### src/source/mboxPkg.sv
// Memory-box shared types, memory and requester bus structs, NXM limits
package mboxPkg;

  typedef logic [35:0] mboxWord;
  typedef logic [21:0] mboxAddr;

  // Word as stored, with odd parity over each 18-bit half
  typedef struct packed {
    logic    parL;
    logic    parR;
    mboxWord word;
  } mboxParWord;

  typedef struct packed {
    logic    cyc;
    logic    stb;
    logic    we;
    mboxAddr adr;
    mboxWord dat;
  } wbReq;

  typedef struct packed {
    logic    ack;
    logic    err;
    mboxWord dat;
  } wbRsp;

  typedef struct packed {
    logic       cyc;
    logic       stb;
    logic       we;
    mboxAddr    adr;
    mboxParWord dat;
  } memReq;

  typedef struct packed {
    logic       ack;
    mboxParWord dat;
  } memRsp;

  typedef enum logic {srcEbox, srcChan} reqSrc;

  typedef enum logic [1:0] {errNone, errNxm, errPar} errKind;

  typedef struct packed {
    errKind  kind;
    reqSrc   src;
    logic    write;
    mboxAddr addr;
  } errRecord;

  typedef enum logic [1:0] {diagStatus, diagEraAddr, diagEraInfo, diagNxmCount} diagSel;

  // Strobe wait before a reference is called nonexistent memory
  localparam int unsigned nxmLimit = 32;
  localparam int unsigned nxmCountW = 6;

endpackage

### src/source/coreRequestArb.sv
// Core request arbiter, picks channel over ebox and holds core busy for the cycle
module coreRequestArb import mboxPkg::*; (
  input  logic  clk,
  input  logic  arstN,
  input  wbReq  ebox,
  input  wbReq  chan,
  input  logic  cycleDone,
  output wbReq  grantReq,
  output reqSrc grantSrc,
  output logic  coreBusy,
  output logic  chanBusy
);

  logic eboxPending;
  logic chanPending;
  logic take;

  assign eboxPending = ebox.cyc & ebox.stb;
  assign chanPending = chan.cyc & chan.stb;

  // A new request is only looked at while the core is idle
  assign take = ~coreBusy & (eboxPending | chanPending);

  always_ff @(posedge clk or negedge arstN) begin
    if (!arstN) begin
      coreBusy <= 1'b0;
    end else if (take) begin
      coreBusy <= 1'b1;
    end else if (cycleDone) begin
      coreBusy <= 1'b0;
    end
  end

  // Channel core busy, set only for a channel reference
  always_ff @(posedge clk or negedge arstN) begin
    if (!arstN) begin
      chanBusy <= 1'b0;
    end else if (take) begin
      chanBusy <= chanPending;
    end else if (cycleDone) begin
      chanBusy <= 1'b0;
    end
  end

  always_ff @(posedge clk or negedge arstN) begin
    if (!arstN) begin
      grantSrc <= srcEbox;
    end else if (take) begin
      if (chanPending) begin
        grantSrc <= srcChan;
      end else begin
        grantSrc <= srcEbox;
      end
    end
  end

  // Request is frozen here so the requester side may change after ack
  always_ff @(posedge clk) begin
    if (take) begin
      if (chanPending) begin
        grantReq <= chan;
      end else begin
        grantReq <= ebox;
      end
    end
  end

endmodule

### src/source/memCycleCtl.sv
// Memory cycle control, drives the storage bus with parity and returns responses
module memCycleCtl import mboxPkg::*; (
  input  logic           clk,
  input  logic           arstN,
  input  wbReq           grantReq,
  input  reqSrc          grantSrc,
  input  logic           coreBusy,
  input  mboxPkg::memRsp memRsp,
  input  logic           nxmHit,
  output memReq          memBus,
  output wbRsp           eboxRsp,
  output wbRsp           chanRsp,
  output logic           strobeWait,
  output logic           cycleDone,
  output logic           errEvent,
  output errRecord       errInfo
);

  logic memActive;
  logic memAck;
  logic parOkL;
  logic parOkR;
  logic parFail;
  wbRsp rsp;

  // Memory start, one clock after the grant is registered
  always_ff @(posedge clk or negedge arstN) begin
    if (!arstN) begin
      memActive <= 1'b0;
    end else if (cycleDone) begin
      memActive <= 1'b0;
    end else if (coreBusy && !memActive) begin
      memActive <= 1'b1;
    end
  end

  // NXM abort takes cyc and stb down in the timeout cycle
  assign memBus.cyc = memActive & ~nxmHit;
  assign memBus.stb = memActive & ~nxmHit;
  assign memBus.we = grantReq.we;
  assign memBus.adr = grantReq.adr;
  assign memBus.dat.parL = ~^grantReq.dat[35:18];
  assign memBus.dat.parR = ~^grantReq.dat[17:0];
  assign memBus.dat.word = grantReq.dat;

  assign strobeWait = memActive;
  assign memAck = memActive & memRsp.ack & ~nxmHit;
  assign cycleDone = memActive & (memRsp.ack | nxmHit);

  // Each half with its parity bit must hold an odd number of ones
  assign parOkL = ^{memRsp.dat.parL, memRsp.dat.word[35:18]};
  assign parOkR = ^{memRsp.dat.parR, memRsp.dat.word[17:0]};
  assign parFail = memAck & ~grantReq.we & ~(parOkL & parOkR);

  always_comb begin
    rsp.ack = memAck;
    rsp.err = nxmHit;
    rsp.dat = nxmHit ? '0 : memRsp.dat.word;
  end

  // Only the granted requester sees ack or err
  assign eboxRsp = (grantSrc == srcEbox) ? rsp : '0;
  assign chanRsp = (grantSrc == srcChan) ? rsp : '0;

  always_ff @(posedge clk or negedge arstN) begin
    if (!arstN) begin
      errEvent <= 1'b0;
    end else begin
      errEvent <= parFail | nxmHit;
    end
  end

  always_ff @(posedge clk) begin
    if (parFail || nxmHit) begin
      errInfo.kind <= nxmHit ? errNxm : errPar;
      errInfo.src <= grantSrc;
      errInfo.write <= grantReq.we;
      errInfo.addr <= grantReq.adr;
    end
  end

endmodule

### src/source/nxmTimer.sv
// Nonexistent-memory timer, counts strobe wait cycles and flags the timeout
module nxmTimer import mboxPkg::*; (
  input  logic                 clk,
  input  logic                 arstN,
  input  logic                 strobeWait,
  output logic                 nxmHit,
  output logic [nxmCountW-1:0] nxmCount
);

  logic atLimit;

  assign atLimit = (nxmCount == nxmCountW'(nxmLimit));

  // Count holds at the limit until the strobe goes away
  always_ff @(posedge clk or negedge arstN) begin
    if (!arstN) begin
      nxmCount <= '0;
    end else if (!strobeWait) begin
      nxmCount <= '0;
    end else if (!atLimit) begin
      nxmCount <= nxmCount + 1'b1;
    end
  end

  // Count starts at zero on the first strobe cycle, so this lands nxmLimit cycles in
  assign nxmHit = strobeWait & atLimit;

endmodule

### src/source/errorAddrReg.sv
// Error flags and error address register, frozen at the first error until cleared
module errorAddrReg import mboxPkg::*; (
  input  logic     clk,
  input  logic     arstN,
  input  logic     errEvent,
  input  errRecord errInfo,
  input  logic     errClr,
  output logic     nxmErr,
  output logic     parErr,
  output logic     eraHeld,
  output errRecord era
);

  logic nxmEvent;
  logic parEvent;

  assign nxmEvent = errEvent & (errInfo.kind == errNxm);
  assign parEvent = errEvent & (errInfo.kind == errPar);

  always_ff @(posedge clk or negedge arstN) begin
    if (!arstN) begin
      nxmErr <= 1'b0;
      parErr <= 1'b0;
    end else if (errClr) begin
      nxmErr <= 1'b0;
      parErr <= 1'b0;
    end else begin
      if (nxmEvent) begin
        nxmErr <= 1'b1;
      end
      if (parEvent) begin
        parErr <= 1'b1;
      end
    end
  end

  // Later errors only raise flags while the record is held
  always_ff @(posedge clk or negedge arstN) begin
    if (!arstN) begin
      eraHeld <= 1'b0;
      era <= '0;
    end else if (errClr) begin
      eraHeld <= 1'b0;
      era <= '0;
    end else if (errEvent && !eraHeld) begin
      eraHeld <= 1'b1;
      era <= errInfo;
    end
  end

endmodule

### src/source/diagStatusRead.sv
// Diagnostic read mux for status, error record and NXM timer
module diagStatusRead import mboxPkg::*; (
  input  logic                 diagRd,
  input  diagSel               sel,
  input  logic                 coreBusy,
  input  logic                 chanBusy,
  input  logic                 nxmErr,
  input  logic                 parErr,
  input  logic                 eraHeld,
  input  errRecord             era,
  input  logic [nxmCountW-1:0] nxmCount,
  output mboxWord              diagData
);

  mboxWord selWord;

  always_comb begin
    case (sel)
      // coreBusy in bit 4 down to eraHeld in bit 0
      diagStatus:   selWord = {31'b0, coreBusy, chanBusy, nxmErr, parErr, eraHeld};
      diagEraAddr:  selWord = 36'(era.addr);
      diagEraInfo:  selWord = 36'({era.kind, era.src, era.write});
      diagNxmCount: selWord = 36'(nxmCount);
      default:      selWord = '0;
    endcase
  end

  assign diagData = diagRd ? selWord : '0;

endmodule

### src/source/mboxCtl.sv
// Memory-box control top, two requester ports onto one storage bus with diagnostics
module mboxCtl import mboxPkg::*; (
  input  logic           clk,
  input  logic           arstN,
  input  wbReq           ebox,
  input  wbReq           chan,
  input  mboxPkg::memRsp memRsp,
  input  logic           diagRd,
  input  diagSel         diagSelect,
  input  logic           errClr,
  output wbRsp           eboxRsp,
  output wbRsp           chanRsp,
  output memReq          memBus,
  output mboxWord        diagData
);

  wbReq                 grantReq;
  reqSrc                grantSrc;
  logic                 coreBusy;
  logic                 chanBusy;
  logic                 cycleDone;
  logic                 strobeWait;
  logic                 nxmHit;
  logic [nxmCountW-1:0] nxmCount;
  logic                 errEvent;
  errRecord             errInfo;
  logic                 nxmErr;
  logic                 parErr;
  logic                 eraHeld;
  errRecord             era;

  coreRequestArb arb (
    .clk      (clk),
    .arstN    (arstN),
    .ebox     (ebox),
    .chan     (chan),
    .cycleDone(cycleDone),
    .grantReq (grantReq),
    .grantSrc (grantSrc),
    .coreBusy (coreBusy),
    .chanBusy (chanBusy)
  );

  memCycleCtl memCyc (
    .clk       (clk),
    .arstN     (arstN),
    .grantReq  (grantReq),
    .grantSrc  (grantSrc),
    .coreBusy  (coreBusy),
    .memRsp    (memRsp),
    .nxmHit    (nxmHit),
    .memBus    (memBus),
    .eboxRsp   (eboxRsp),
    .chanRsp   (chanRsp),
    .strobeWait(strobeWait),
    .cycleDone (cycleDone),
    .errEvent  (errEvent),
    .errInfo   (errInfo)
  );

  nxmTimer nxm (
    .clk       (clk),
    .arstN     (arstN),
    .strobeWait(strobeWait),
    .nxmHit    (nxmHit),
    .nxmCount  (nxmCount)
  );

  errorAddrReg eraReg (
    .clk     (clk),
    .arstN   (arstN),
    .errEvent(errEvent),
    .errInfo (errInfo),
    .errClr  (errClr),
    .nxmErr  (nxmErr),
    .parErr  (parErr),
    .eraHeld (eraHeld),
    .era     (era)
  );

  diagStatusRead diag (
    .diagRd  (diagRd),
    .sel     (diagSelect),
    .coreBusy(coreBusy),
    .chanBusy(chanBusy),
    .nxmErr  (nxmErr),
    .parErr  (parErr),
    .eraHeld (eraHeld),
    .era     (era),
    .nxmCount(nxmCount),
    .diagData(diagData)
  );

endmodule

### config.mk
export PLATFORM = sky130hd
export DESIGN_NAME = mboxCtl
export DESIGN_NICKNAME = d
export VERILOG_FILES = /design/src/source/mboxPkg.sv /design/src/source/coreRequestArb.sv /design/src/source/memCycleCtl.sv /design/src/source/nxmTimer.sv /design/src/source/errorAddrReg.sv /design/src/source/diagStatusRead.sv /design/src/source/mboxCtl.sv
export SDC_FILE = /design/constraint.sdc
export NUM_CORES = 1
export LEC_CHECK = 0
export BUFFER_PORTS_ARGS = -buffer_cell sky130_fd_sc_hd__buf_4
export CAP_MARGIN = 5
export CORE_AREA = 2 2 133 135
export CTS_BUF_LIST = sky130_fd_sc_hd__clkbuf_4
export CTS_CLUSTER_DIAMETER = 30
export DETAILED_ROUTE_END_ITERATION = 8
export DIE_AREA = 0 0 135 137
export HOLD_SLACK_MARGIN = 0.08
export PLACE_DENSITY = 0.75
export SLEW_MARGIN = 20
export SYNTH_ARGS = -nofsm -noshare
export SYNTH_HDL_FRONTEND = slang
export SYNTH_HIERARCHICAL = 1
export SYNTH_SLANG_ARGS = --single-unit
### constraint.sdc
create_clock -name clk -period 6.3 [get_ports clk]
set_input_delay 1.26 -clock clk [delete_from_list [all_inputs] [get_ports clk]]
set_output_delay 1.26 -clock clk [all_outputs]
set_load 0.005 [all_outputs]
==> flow_summary.yaml <==
cts:
  cts_buffers: 17
  tritoncts: "built"
  cts.sinks: 125
  clk_path_buf_depth: 2
  clk_root_buffer_cell: "sky130_fd_sc_hd__clkbuf_4"
  post_cts_buffers: 0
  holdBufCountCts: 0
  worst_setup_hold_path_clk_slew_ns: 0.11
  cts_htree_levels: 4
  clock_insertion_delay_worst_skew_ns: 0.52
  post_cts_resized: 0
timing:
  hold_ws_ns: 0.4720
  timing.final.hold_violations: 0
  max_slew.worst_pin.slew_ns: 0.9305
  fin_crit_sh_pct: 61.19
  finalSetupViolCount: 0
  post-route-min-period_ns: 3.855
  max_freq_mhz: 259.4
  finalMaxSlewViolations: 0
  fin_setup_tns_ns: 0
  max_slew_margin_pct: 37.96
  worst_clock_skew_ns: 0.01223
  grt_setup_unrepaired: "false"
worst_setup_path:
  start_kind: "flop"
  worst_ep_required_time_ns: 5.04
  critPathArrivalTime_ns: 2.60
  worst-path-max-fanout: 36
  setup.worst_path.end_class: "output port"
  worstSetupPathType: "reg -> out"
pwr:
  leakagePower_nw: 4.237
  internal_power_w: 0.002001
  comb_power_share_pct: 38.8
  power.share.switching_pct: 31.22
  power_per_cell_area_nw_per_um2: 298.7
  power.switching_w: 0.0009086
  p_seq_share_pct: 40.4
  worst_ir_drop_vdd_v: 0.0001591
  p_clk_share_pct: 20.8
global_route:
  grt_start_max_net_pins: 63
  via_count_of_the_first_global_routing_pass: 5113
  antenna_found_initial: 0
  global_route_wire_length_before_repair_um: 28120
  gr-usage-all-layers_pct: 20.26
  grt-ovfl-total: 0
floorplanning:
  die_x_um: 135
  core.rowCount: 48
  fp.dieH_um: 137
  fp.coreArea_um2: 17060
  count_of_pins_on_the_block_boundary: 342
  initial_utilization_pct: 43.19
  die_area_um2: 18500
route:
  post_detailed_route_wirelength_per_cell_um: 17.19
  num_vias: 5150
  drc: 0
  avgViaCountPerCell: 4.669
  drtPass1Iterations: 4
  drt_iter0_markers: 192
  wl_um: 18960
  antenna_left: 0
logic_synthesis:
  post_synthesis_instance_area_um2: 7367
  synth_warnings: 6
  number_of_instances_in_the_synthesized_netlist: 603
  syn-mean-instance-area_um2: 12.22
place:
  gp_congestion: 0.8195
  dp_hpwl_um: 14670
  io_buffer_count: 327
finish:
  area_delta_synth_final_pct: 32.24
  layout-drive-gt1-share_pct: 50.97
  fin_nets: 1033
hold_path:
  worst_hold_path_type: "reg -> reg"
run_status:
  status: "finished, final reports clean"
flow_run:
  max-cap-violations: 0
==> worst paths after layout <==
path,startpoint,slack (ns),endpoint,depth (start not counted)
setup / recovery,nxm/nxmCount[0],2.44,chanRsp[4],9
hold / removal,arb/grantReq[36],0.47,memCyc/errInfo[0],0
setup reg to reg,nxm/nxmCount[0],3.73,memCyc/errInfo[17],9
hold reg to reg,arb/grantReq[36],0.47,memCyc/errInfo[0],0
max in group asynchronous,arstN,5.23,eraReg/era[7],1
min in group asynchronous,arstN,0.70,nxm/nxmCount[4],1
==> per-layer routing <==
metal	global-route usage [%]	routed length [um]	vias up
li1	-	-	2518
met1	26.31	8150	2427
met2	33.11	9303	180
met3	5.741	1176	25
met4	6.076	331	0
met5	0	0	-
==> final cells by class <==
class | instances | area (um^2)
diodes | 1 | 2.502
inverters | 7 | 26.28
clock buffers | 18 | 135.1
repair buffers | 332 | 2492
fillers | 1517 | 7315
clock inverters | 14 | 175.2
multi-input cells | 381 | 3075
well taps | 225 | 281.5
flip-flops and latches | 125 | 3553
==> power by group through the flow <==
| stage | logic, W | registers [W] | clock network [W] |
|---|---|---|---|
| 2_1_floorplan | 0.000684 | 0.00114 | 0 |
| 3_3_place_gp | 0.00113 | 0.00119 | 0 |
| 3_5_place_dp | 0.00114 | 0.00120 | 0 |
| 4_1_cts | 0.00114 | 0.00118 | 0.000625 |
| 5_1_grt | 0.00122 | 0.00120 | 0.000654 |
| 6_report | 0.00113 | 0.00118 | 0.000605 |
==> registers in the layout, summed over array words and instances (netlist names) <==
| name | flops |
|---|---|
| arb/coreBusy | 1 |
| eraReg/eraHeld | 1 |
| eraReg/era | 26 |
| arb/grantReq | 59 |
| nxm/nxmCount | 6 |
| arb/grantSrc | 1 |
| memCyc/errEvent | 1 |
| memCyc/errInfo | 26 |
| arb/chanBusy | 1 |
| eraReg/parErr | 1 |
| memCyc/strobeWait | 1 |
| eraReg/nxmErr | 1 |
==> stage by stage <==
step / power, W / instances / setup WS (ns) / util (%) / area, um^2
floorplan: 0.001826 / 616 / 1.391 / - / 7416
global placement: 0.002325 / 1070 / 2.908 / 55.28 / 9429
detailed placement: 0.002335 / 1070 / 2.870 / 55.28 / 9429
CTS: 0.002948 / 1102 / 2.395 / 57.10 / 9739
global route: 0.003073 / 1102 / 2.269 / 57.10 / 9739
finish: 0.002910 / 1103 / 2.445 / 57.12 / 9742
==> worst max-delay path, cell delays in order (launching register included) <==
cell	delay [ns]
sky130_fd_sc_hd__dfrtp_1	0.45
sky130_fd_sc_hd__inv_1	0.10
sky130_fd_sc_hd__ha_1	0.14
sky130_fd_sc_hd__nand2_1	0.05
sky130_fd_sc_hd__nor4_2	0.35
sky130_fd_sc_hd__and2_1	0.31
sky130_fd_sc_hd__nor2b_1	0.07
sky130_fd_sc_hd__buf_4	0.22
sky130_fd_sc_hd__and2_2	0.23
sky130_fd_sc_hd__buf_4	0.13
==> placed cells by master (no fill, tap or decap), types with 10 or more instances in the layout <==
cell type,count
sky130_fd_sc_hd__xnor2_1,60
sky130_fd_sc_hd__clkbuf_4,18
sky130_fd_sc_hd__mux2_2,56
sky130_fd_sc_hd__o21ai_1,23
sky130_fd_sc_hd__nand2b_1,27
sky130_fd_sc_hd__buf_4,332
sky130_fd_sc_hd__conb_1,14
sky130_fd_sc_hd__and2_4,10
sky130_fd_sc_hd__edfxtp_1,85
sky130_fd_sc_hd__nand2_1,10
sky130_fd_sc_hd__mux2i_1,11
sky130_fd_sc_hd__and2_1,74
sky130_fd_sc_hd__nand4bb_1,26
sky130_fd_sc_hd__dfrtp_1,40
Note: power is estimated with default switching activity, not from simulation.
